File: config.mk
export PLATFORM = sky130hd
export DESIGN_NAME = xt_peripheral_glue
export DESIGN_NICKNAME = d
export VERILOG_FILES = /design/src/xt_bus_pkg.sv /design/src/xt_map_pkg.sv /design/src/isa_bus_if.sv /design/src/xt_io_decoder.sv /design/src/ems_page_mapper.sv /design/src/xt_read_mux.sv /design/src/xt_peripheral_glue.sv
export SDC_FILE = /design/constraint.sdc
export NUM_CORES = 1
export LEC_CHECK = 0
export BUFFER_PORTS_ARGS = -buffer_cell sky130_fd_sc_hd__buf_2
export CORE_MARGIN = 3
export CORE_UTILIZATION = 45
export DETAILED_ROUTE_END_ITERATION = 12
export HOLD_SLACK_MARGIN = 0.03
export PLACE_DENSITY = 0.75
export SLEW_MARGIN = 25
export SYNTH_ARGS = -nofsm -noshare
export SYNTH_HDL_FRONTEND = slang
export SYNTH_SLANG_ARGS = --single-unit
export TNS_END_PERCENT = 20
File: constraint.sdc
create_clock -name clock -period 4.29 [get_ports clock]
set_input_delay 0.858 -clock clock [delete_from_list [all_inputs] [get_ports clock]]
set_output_delay 0.858 -clock clock [all_outputs]
set_load 0.02 [all_outputs]
File: src/xt_bus_pkg.sv
/*
 * CPU bus widths and the shared bus types
 * Address, data byte and the active-low chipset select vector
 */
package xt_bus_pkg;

    // 8088 bus, 1 MB address space with a byte-wide data path
    localparam int ADDR_W = 20;
    localparam int DATA_W = 8;

    // Motherboard chips decoded from the low I/O page
    localparam int DEV_SELS = 5;

    typedef logic [ADDR_W-1:0] addr_t;
    typedef logic [DATA_W-1:0] data_t;

    // Bit order DMA, PIC, PIT, PPI, DMA page
    // Indices come from the I/O map package
    typedef logic [DEV_SELS-1:0] dev_sel_n_t;

endpackage

File: src/xt_map_pkg.sv
/*
 * XT I/O map constants
 * Device select indices, serial port base, EMS page and frame encodings
 */
package xt_map_pkg;

    // Position of each chip in the device select vector
    // Also its 32-port slot number in the 000h to 09Fh range
    localparam int SEL_DMA      = 0;
    localparam int SEL_PIC      = 1;
    localparam int SEL_PIT      = 2;
    localparam int SEL_PPI      = 3;
    localparam int SEL_DMA_PAGE = 4;

    // COM1, eight ports
    localparam logic [15:0] UART_BASE = 16'h03F8;

    // Four 16 KB windows inside one 64 KB frame
    localparam int EMS_PAGES = 4;

    typedef logic [6:0] ems_page_t;
    typedef logic [1:0] ems_frame_sel_t;

    // Upper address nibble of the frame, indexed by ems_frame_sel_t
    // 0 gives A0000h, 1 gives C0000h, 2 and 3 give D0000h
    localparam logic [3:0][3:0] ems_frame_code = {4'hD, 4'hD, 4'hC, 4'hA};

    // Writing this closes a window, and a closed window reads back as this
    localparam xt_bus_pkg::data_t EMS_DISABLE_CODE = 8'hFF;

endpackage

File: src/isa_bus_if.sv
/*
 * Internal ISA strobe bus
 * Modports for the I/O decoder, the EMS mapper and the read mux
 */
`timescale 1ns/1ps

interface isa_bus_if;
    import xt_bus_pkg::*;

    addr_t address;
    data_t write_data;
    logic  io_read_n;
    logic  io_write_n;
    // Low while the CPU owns the bus, high during DMA
    logic  aen_n;

    modport decoder (
        input address,
        input aen_n
    );

    modport mapper (
        input address,
        input write_data,
        input io_read_n,
        input io_write_n,
        input aen_n
    );

    modport mux (
        input io_read_n,
        input aen_n
    );

endinterface

File: src/xt_io_decoder.sv
/*
 * XT I/O address decoder
 * Active-low selects for DMA, PIC, PIT, PPI and DMA page, plus the COM1 select
 */
`timescale 1ns/1ps

module xt_io_decoder (
    isa_bus_if.decoder             bus_i,
    output xt_bus_pkg::dev_sel_n_t dev_sel_n_o,
    output logic                   uart_sel_o
);
    import xt_bus_pkg::*;
    import xt_map_pkg::*;

    logic       chipset_space;
    logic [2:0] dev_slot;
    dev_sel_n_t sel_n;

    // Planar chips sit in 000h to 0FFh, only address bits 9:0 are decoded
    assign chipset_space = !bus_i.aen_n && (bus_i.address[9:8] == 2'b00);

    // One 32-port slot per chip
    assign dev_slot = bus_i.address[7:5];

    always_comb begin
        sel_n = '1;
        if (chipset_space) begin
            case (dev_slot)
                // 000h to 01Fh
                3'd0: begin
                    sel_n[SEL_DMA] = 1'b0;
                end
                // 020h to 03Fh
                3'd1: begin
                    sel_n[SEL_PIC] = 1'b0;
                end
                // 040h to 05Fh
                3'd2: begin
                    sel_n[SEL_PIT] = 1'b0;
                end
                // 060h to 07Fh
                3'd3: begin
                    sel_n[SEL_PPI] = 1'b0;
                end
                // 080h to 09Fh
                3'd4: begin
                    sel_n[SEL_DMA_PAGE] = 1'b0;
                end
                // Slots 5 to 7 are empty on this board
                default: begin
                    sel_n = '1;
                end
            endcase
        end
    end

    assign dev_sel_n_o = sel_n;

    // Serial block, full 16-bit decode of 3F8h to 3FFh
    assign uart_sel_o = !bus_i.aen_n && (bus_i.address[15:3] == UART_BASE[15:3]);

endmodule

File: src/ems_page_mapper.sv
/*
 * EMS page mapper
 * Four page registers with window enables, bank window flags and port readback
 */
`timescale 1ns/1ps

module ems_page_mapper #(
    parameter logic [15:0] EMS_BASE = 16'h0260
) (
    input  logic                              clock,
    input  logic                              reset,
    isa_bus_if.mapper                         bus_i,
    input  logic                              ems_enable_i,
    input  xt_map_pkg::ems_frame_sel_t        ems_frame_sel_i,
    output logic [xt_map_pkg::EMS_PAGES-1:0]  bank_hit_o,
    output logic                              ems_read_hit_o,
    output xt_bus_pkg::data_t                 ems_read_data_o
);
    import xt_bus_pkg::*;
    import xt_map_pkg::*;

    localparam int IDX_W   = $clog2(EMS_PAGES);
    // Each window spans 16 KB
    localparam int WIN_LSB = 14;

    ems_page_t [EMS_PAGES-1:0] page_q;
    logic [EMS_PAGES-1:0]      window_en_q;
    logic                      port_hit;
    logic                      port_write;
    logic [IDX_W-1:0]          reg_idx;
    logic [3:0]                frame_nibble;
    data_t                     wdata;

    // Register block at EMS_BASE with one port per page
    assign port_hit   = ems_enable_i && !bus_i.aen_n &&
                        (bus_i.address[15:IDX_W] == EMS_BASE[15:IDX_W]);
    assign port_write = port_hit && !bus_i.io_write_n;
    assign reg_idx    = bus_i.address[IDX_W-1:0];
    assign wdata      = bus_i.write_data;

    // A held write strobe just repeats the same update
    always_ff @(posedge clock or posedge reset) begin
        if (reset) begin
            page_q      <= '0;
            window_en_q <= '0;
        end else if (port_write) begin
            if (wdata == EMS_DISABLE_CODE) begin
                // Page parks at 7Fh with the window closed
                page_q[reg_idx]      <= '1;
                window_en_q[reg_idx] <= 1'b0;
            end else if (!wdata[DATA_W-1]) begin
                page_q[reg_idx]      <= wdata[$bits(ems_page_t)-1:0];
                window_en_q[reg_idx] <= 1'b1;
            end
            // 80h to FEh are ignored
        end
    end

    assign frame_nibble = ems_frame_code[ems_frame_sel_i];

    // Window n covers frame + n * 16 KB
    always_comb begin
        for (int n = 0; n < EMS_PAGES; n++) begin
            bank_hit_o[n] = window_en_q[n] &&
                            (bus_i.address[ADDR_W-1:WIN_LSB] == {frame_nibble, IDX_W'(n)});
        end
    end

    assign ems_read_hit_o  = port_hit && !bus_i.io_read_n;
    assign ems_read_data_o = window_en_q[reg_idx] ? data_t'(page_q[reg_idx]) : EMS_DISABLE_CODE;

    // A page write below 80h opens that window with the new page
    assert property (@(posedge clock) disable iff (reset)
        (port_write && !wdata[DATA_W-1]) |=>
            (window_en_q[$past(reg_idx)] &&
             (page_q[$past(reg_idx)] == $past(wdata[$bits(ems_page_t)-1:0]))))
        else $error("EMS mapper: page write did not open the window");

    // A disable write closes that window from the next cycle on
    assert property (@(posedge clock) disable iff (reset)
        (port_write && (wdata == EMS_DISABLE_CODE)) |=> !bank_hit_o[$past(reg_idx)])
        else $error("EMS mapper: disabled window still hits");

endmodule

File: src/xt_read_mux.sv
/*
 * CPU read data multiplexer
 * Fixed-priority selection of chip read data and the bus drive flag
 */
`timescale 1ns/1ps

module xt_read_mux (
    isa_bus_if.mux                 bus_i,
    input  logic                   inta_n_i,
    input  xt_bus_pkg::dev_sel_n_t dev_sel_n_i,
    input  logic                   uart_sel_i,
    input  logic                   ems_read_hit_i,
    input  xt_bus_pkg::data_t      pic_data_i,
    input  xt_bus_pkg::data_t      pit_data_i,
    input  xt_bus_pkg::data_t      ppi_data_i,
    input  xt_bus_pkg::data_t      uart_data_i,
    input  xt_bus_pkg::data_t      ems_data_i,
    output xt_bus_pkg::data_t      data_bus_o,
    output logic                   data_drive_o
);
    import xt_map_pkg::*;

    logic io_read;
    logic int_ack;

    // I/O read by the CPU, DMA cycles excluded
    assign io_read = !bus_i.io_read_n && !bus_i.aen_n;

    // Interrupt acknowledge, the PIC returns its vector
    assign int_ack = !inta_n_i;

    always_comb begin
        data_drive_o = 1'b1;
        data_bus_o   = '0;
        if (int_ack) begin
            data_bus_o = pic_data_i;
        end else if (!dev_sel_n_i[SEL_PIC] && io_read) begin
            data_bus_o = pic_data_i;
        end else if (!dev_sel_n_i[SEL_PIT] && io_read) begin
            data_bus_o = pit_data_i;
        end else if (!dev_sel_n_i[SEL_PPI] && io_read) begin
            data_bus_o = ppi_data_i;
        end else if (uart_sel_i && io_read) begin
            data_bus_o = uart_data_i;
        end else if (ems_read_hit_i) begin
            // Read qualification comes from the mapper
            data_bus_o = ems_data_i;
        end else begin
            data_drive_o = 1'b0;
        end
    end

    // Chipset drives the CPU bus only during a read or an acknowledge
    always_comb begin
        assert (!data_drive_o || !bus_i.io_read_n || !inta_n_i)
            else $error("Read mux: bus driven without read strobe or INTA");
    end

endmodule

File: src/xt_peripheral_glue.sv
/*
 * XT peripheral glue top level
 * ISA strobe bus, I/O decoder, EMS page mapper and CPU read mux
 */
`timescale 1ns/1ps

module xt_peripheral_glue #(
    parameter logic [15:0] EMS_BASE = 16'h0260
) (
    input  logic                              clock,
    input  logic                              reset,
    input  xt_bus_pkg::addr_t                 address_i,
    input  xt_bus_pkg::data_t                 write_data_i,
    input  logic                              io_read_n_i,
    input  logic                              io_write_n_i,
    input  logic                              aen_n_i,
    input  logic                              inta_n_i,
    input  logic                              ems_enable_i,
    input  xt_map_pkg::ems_frame_sel_t        ems_frame_sel_i,
    input  xt_bus_pkg::data_t                 pic_data_i,
    input  xt_bus_pkg::data_t                 pit_data_i,
    input  xt_bus_pkg::data_t                 ppi_data_i,
    input  xt_bus_pkg::data_t                 uart_data_i,
    output logic                              dma_sel_n_o,
    output logic                              pic_sel_n_o,
    output logic                              pit_sel_n_o,
    output logic                              ppi_sel_n_o,
    output logic                              dma_page_sel_n_o,
    output logic                              uart_sel_o,
    output logic [xt_map_pkg::EMS_PAGES-1:0]  ems_bank_hit_o,
    output xt_bus_pkg::data_t                 data_bus_o,
    output logic                              data_drive_o
);
    import xt_bus_pkg::*;
    import xt_map_pkg::*;

    dev_sel_n_t dev_sel_n;
    logic       uart_sel;
    logic       ems_read_hit;
    data_t      ems_read_data;

    isa_bus_if isa_bus ();

    assign isa_bus.address    = address_i;
    assign isa_bus.write_data = write_data_i;
    assign isa_bus.io_read_n  = io_read_n_i;
    assign isa_bus.io_write_n = io_write_n_i;
    assign isa_bus.aen_n      = aen_n_i;

    xt_io_decoder i_xt_io_decoder (
        .bus_i       (isa_bus.decoder),
        .dev_sel_n_o (dev_sel_n),
        .uart_sel_o  (uart_sel)
    );

    ems_page_mapper #(
        .EMS_BASE (EMS_BASE)
    ) i_ems_page_mapper (
        .clock           (clock),
        .reset           (reset),
        .bus_i           (isa_bus.mapper),
        .ems_enable_i    (ems_enable_i),
        .ems_frame_sel_i (ems_frame_sel_i),
        .bank_hit_o      (ems_bank_hit_o),
        .ems_read_hit_o  (ems_read_hit),
        .ems_read_data_o (ems_read_data)
    );

    xt_read_mux i_xt_read_mux (
        .bus_i          (isa_bus.mux),
        .inta_n_i       (inta_n_i),
        .dev_sel_n_i    (dev_sel_n),
        .uart_sel_i     (uart_sel),
        .ems_read_hit_i (ems_read_hit),
        .pic_data_i     (pic_data_i),
        .pit_data_i     (pit_data_i),
        .ppi_data_i     (ppi_data_i),
        .uart_data_i    (uart_data_i),
        .ems_data_i     (ems_read_data),
        .data_bus_o     (data_bus_o),
        .data_drive_o   (data_drive_o)
    );

    // Chip selects out to the external chips
    assign dma_sel_n_o      = dev_sel_n[SEL_DMA];
    assign pic_sel_n_o      = dev_sel_n[SEL_PIC];
    assign pit_sel_n_o      = dev_sel_n[SEL_PIT];
    assign ppi_sel_n_o      = dev_sel_n[SEL_PPI];
    assign dma_page_sel_n_o = dev_sel_n[SEL_DMA_PAGE];
    assign uart_sel_o       = uart_sel;

endmodule

==> results of run 1 <==
[stage by stage]
| stage | power [mW] | utilization | setup slack, ns |
|---|---|---|---|
| 3_3_place_gp | 0.410 | 0.588 | 0.518 |
| 4_1_cts | 0.726 | 0.617 | 0.489 |
| 6_report | 0.717 | 0.617 | 0.489 |
| 2_1_floorplan | 0.358 | - | 0.206 |
| 5_1_grt | 0.748 | 0.617 | 0.390 |
| 3_5_place_dp | 0.412 | 0.588 | 0.491 |
[worst paths after layout]
kind | start | to | slack (ns) | cells past startpoint
setup / recovery | address_i[11] | data_bus_o[6] | 0.49 | 6
hold / removal | i_ems_page_mapper.page_q[12]$_DFFE_PP0P_ | i_ems_page_mapper.page_q[12]$_DFFE_PP0P_ | 0.50 | 1
setup reg to reg | flip-flop | flip-flop | 3.50 | 1
hold reg to reg | i_ems_page_mapper.page_q[12]$_DFFE_PP0P_ | i_ems_page_mapper.page_q[12]$_DFFE_PP0P_ | 0.50 | 1
max in group asynchronous | reset | i_ems_page_mapper.page_q[13]$_DFFE_PP0P_ | 3.35 | 3
min in group asynchronous | reset | i_ems_page_mapper.page_q[22]$_DFFE_PP0P_ | 0.64 | 3
[cells by family after synthesis]
| logic type | count (synthesis) | synth area share |
|---|---|---|
| buf+inv | 10 | 0.0216 |
| compound gates | 14 | 0.0415 |
| simple gates | 76 | 0.236 |
| mux | 56 | 0.327 |
| flops | 32 | 0.374 |
[cells in the final DEF (no fill, tap or decap), types with 3 or more instances in the layout]
master / count
a31oi_1: 8
buf_2: 87
buf_4: 4
clkbuf_8: 7
dfrtp_1: 32
mux2_2: 30
mux2i_1: 16
mux4_2: 8
nand2_1: 15
nand2b_1: 3
nand3_1: 9
nor2_1: 6
nor2b_1: 8
nor4_1: 4
or3_1: 9
[routing by layer]
layer	wire (um)	global-route usage	vias to the layer above
met4	78	0.0613	0
met5	0	0	-
li1	-	-	905
met3	482	0.0454	9
met2	2550	0.327	94
met1	2320	0.245	892
[layout make-up]
class | count | share of cell area
multi-input cells | 146 | 0.469
flip-flops and latches | 32 | 0.290
repair buffers | 91 | 0.169
clock buffers | 7 | 0.0349
well taps | 52 | 0.0236
clock inverters | 1 | 0.0109
inverters | 2 | 0.00272
[power groups by stage]
stage | combinational [mW] | sequential (mW) | clock, mW
2_1_floorplan | 0.0504 | 0.307 | 0
3_3_place_gp | 0.103 | 0.307 | 0
3_5_place_dp | 0.104 | 0.307 | 0
4_1_cts | 0.105 | 0.302 | 0.319
5_1_grt | 0.114 | 0.301 | 0.332
6_report | 0.104 | 0.302 | 0.311
==> qor.yml, run 1 <==
status: "complete, no violations"
drtIter0Drc: 63
hold-worst-slack_ns: 0.504
hpwlAfterDp_um: 4220
max_clock_freq_mhz: 263
netlist.area_leader.share: 0.374
drv_slew: 0
rsz0062_at_grt: "no"
nets: 347
synth_edf_count: 0
place_area_um2: 2630
cp_max_fo: 12
portBuffers: 87
antenna_left: 0
antenna_cells: 0
synth_area_leaders: "dfrtp_1, mux2_2, mux4_2"
grt_pass1_wl_um: 8120
yosysMostFrequentCell: "dfrtp_1"
fin_crit_sh: 0.886
leakage_nw: 1.36
synth-seq-cells: 32
ioPinCount: 88
cp_common_cell: "buf_2"
ys_async_sr_fraction: 1.00
core-area_um2: 4470
hold_viol: 0
syn_to_final_growth_pct: 28.9
cts_tree: "yes"
synth_common_cells: "dfrtp_1, mux2_2, mux2i_1, nand2_1"
cts_sinks: 32
power_density_nw_per_um2: 260
grt_max_degree: 33
antenna_found_initial: 0
drt-vias-per-instance: 5.74
path_clk_slew_ns: 0.06
cpMaxStageDelayCell: "or4_4"
cts_made_buffers: 5
drc: 0
multi_input_area_um2: 1290
syn_nets: 257
pwr-share-comb: 0.145
drive_gt1_frac: 0.509
n_fill_cell: 408
globalplace.congestion: 0.951
switching_share: 0.230
yosysSeqAreaShare: 0.374
crit_family: "simple AND/OR/NAND/NOR gates"
dp.cells: 323
min_path_type: "reg2reg"
rows: 24
clock_path_buffers: 2
clk_latency_ns: 0.28
worst-setup-path-type: "in2out"
pwr-share-clk: 0.434
die_w_um: 75.0
route.vias.total: 1900
internal_power_mw: 0.552
cts_setup_buffers: 0
overflow: 0
syn_area_um2: 2140
final-setup-viol-count: 0
yosys_warnings: 0
fin_area_um2: 2760
cp_slowest_stage_delay_ns: 0.66
routed_wl_um: 5430
die_h_um: 75.0
synth_top_area_cell: "dfrtp_1"
slew_headroom: 0.553
seqPwrFrac: 0.421
drv_cap: 0
seqCellArea_um2: 801
arrival_ns: 2.94
vdd_ir_drop_max_uv: 235
ctsHoldBuffers: 0
fin_setup_tns_ns: 0
wl_per_cell_um: 16.4
skew_ns: 0
die_area_um2: 5620
htree_levels: 2
postCtsResizedCells: 0
start_kind: "input pin"
cp_cell_sequence: "buf_2 > or4_1 > or4_4 > or3_1 > a31oi_1 > buf_2"
start_util: 0.478
drt_first_pass_iters: 4
worst-path-buf-inv: 2
synthCells: 188
synthFlopType: "dfrtp_1"
clock-root-buffer: "clkbuf_8"
synth_cell_types: 38
fin_crit_ns: 3.80
required_ns: 3.43
stdcell_count: 331
grt_usage: 0.193
syn_avg_cell_area_um2: 11.4
endpoint_kind: "primary output"
grt_pass1_vias: 1735
tightest_slew_ns: 0.670
p_sw_mw: 0.165
Power figures use the tool's default switching activity.
==> run 2, diff against run 1 <==
Settings changed: CORE_UTILIZATION 45 to 54, CTS_BUF_LIST set to sky130_fd_sc_hd__clkbuf_8, PLACE_DENSITY 0.75 to 0.88.
==> qor.yml, run 2 (same netlist as run 1, synthesis figures left out) <==
fin_setup_tns_ns: 0
max_clock_freq_mhz: 265
route.vias.total: 1898
cts_setup_buffers: 0
antenna_found_initial: 0
wl_per_cell_um: 16.8
postCtsResizedCells: 0
leakage_nw: 1.36
status: "complete, no violations"
cts_made_buffers: 5
required_ns: 3.43
clk_latency_ns: 0.28
die_area_um2: 4760
p_sw_mw: 0.165
tightest_slew_ns: 0.637
slew_headroom: 0.572
rows: 22
cp_max_fo: 12
drive_gt1_frac: 0.511
routed_wl_um: 5520
die_h_um: 69.0
fin_crit_sh: 0.881
grt_pass1_vias: 1820
antenna_cells: 0
drt-vias-per-instance: 5.79
nets: 348
arrival_ns: 2.92
drv_slew: 0
grt_usage: 0.242
clock-root-buffer: "clkbuf_8"
portBuffers: 87
core-area_um2: 3740
die_w_um: 69.0
rr_worst_depth: 1
final-setup-viol-count: 0
vdd_ir_drop_max_uv: 403
place_area_um2: 2640
clock_path_buffers: 2
pwr-share-clk: 0.433
fin_area_um2: 2760
power_density_nw_per_um2: 260
grt_max_degree: 33
antenna_left: 0
final_util: 0.738
skew_ns: 0
start_util: 0.572
grt_pass1_wl_um: 8350
internal_power_mw: 0.553
cts_sinks: 32
ctsHoldBuffers: 0
ioPinCount: 88
min_delay_path_depth: 1
worst-setup-path-type: "in2out"
drtIter0Drc: 99
hold_viol: 0
overflow: 0
layout_common_cells: "buf_2, dfrtp_1, mux2_2"
syn_to_final_growth_pct: 29.0
seqPwrFrac: 0.421
rsz0062_at_grt: "no"
endpoint_kind: "primary output"
min_path_type: "reg2reg"
switching_share: 0.230
drc: 0
drt_first_pass_iters: 4
drv_cap: 0
final_common_cell: "buf_2"
fin_crit_ns: 3.78
hpwlAfterDp_um: 4390
pwr-share-comb: 0.146
globalplace.congestion: 0.885
htree_levels: 2
start_kind: "input pin"
path_clk_slew_ns: 0.06
cts_tree: "yes"
run 2: final timing paths:
check / start / to / slack [ns]
min in group asynchronous: reset / i_ems_page_mapper.page_q[0]$_DFFE_PP0P_ / 0.64
setup reg to reg: flip-flop / flip-flop / 3.49
hold reg to reg: i_ems_page_mapper.page_q[2]$_DFFE_PP0P_ / i_ems_page_mapper.page_q[2]$_DFFE_PP0P_ / 0.51
max in group asynchronous: reset / i_ems_page_mapper.page_q[7]$_DFFE_PP0P_ / 3.37
hold / removal: i_ems_page_mapper.page_q[2]$_DFFE_PP0P_ / i_ems_page_mapper.page_q[2]$_DFFE_PP0P_ / 0.51
setup / recovery: address_i[11] / data_bus_o[0] / 0.51
run 2: final cells by class:
cell class                      instances  area [um^2]
Tap cell                               48         60.1
Clock inverter                          1         30.0
Fill cell                             288          982
Timing Repair Buffer                   92          473
Multi-Input combinational cell        146         1290
Inverter                                2         7.51
Sequential cell                        32          801
Clock buffer                            7         96.3
run 2: routing by layer:
metal / vias to the layer above / GRT usage / wire length [um]
li1: 905 / - / -
met1: 897 / 0.263 / 2130
met2: 82 / 0.450 / 2800
met3: 14 / 0.0535 / 448
met4: 0 / 0.0998 / 142
met5: - / 0 / 0
run 2: worst max-delay path, stage by stage:
cell and delay, ns:
buf_2 0.09, or4_1 0.58, or4_4 0.65, or3_1 0.38
a31oi_1 0.17, buf_2 0.19
run 2: power by group through the flow:
stage	Combinational [mW]	Sequential, mW	Clock, mW
finish	0.105	0.302	0.311
global route	0.115	0.301	0.335
CTS	0.106	0.302	0.318
detailed placement	0.105	0.307	0
global placement	0.102	0.307	0
floorplan	0.0504	0.307	0
run 2: through the flow:
| stage | hold slack [ns] | power (mW) | instances | setup WS, ns |
|---|---|---|---|---|
| 5_1_grt | 0.522 | 0.752 | 328 | 0.379 |
| 3_3_place_gp | 0.484 | 0.410 | 320 | 0.536 |
| 4_1_cts | 0.510 | 0.725 | 328 | 0.514 |
| 2_1_floorplan | 0.468 | 0.358 | 188 | 0.206 |
| 6_report | 0.508 | 0.718 | 328 | 0.512 |
| 3_5_place_dp | 0.495 | 0.413 | 320 | 0.514 |
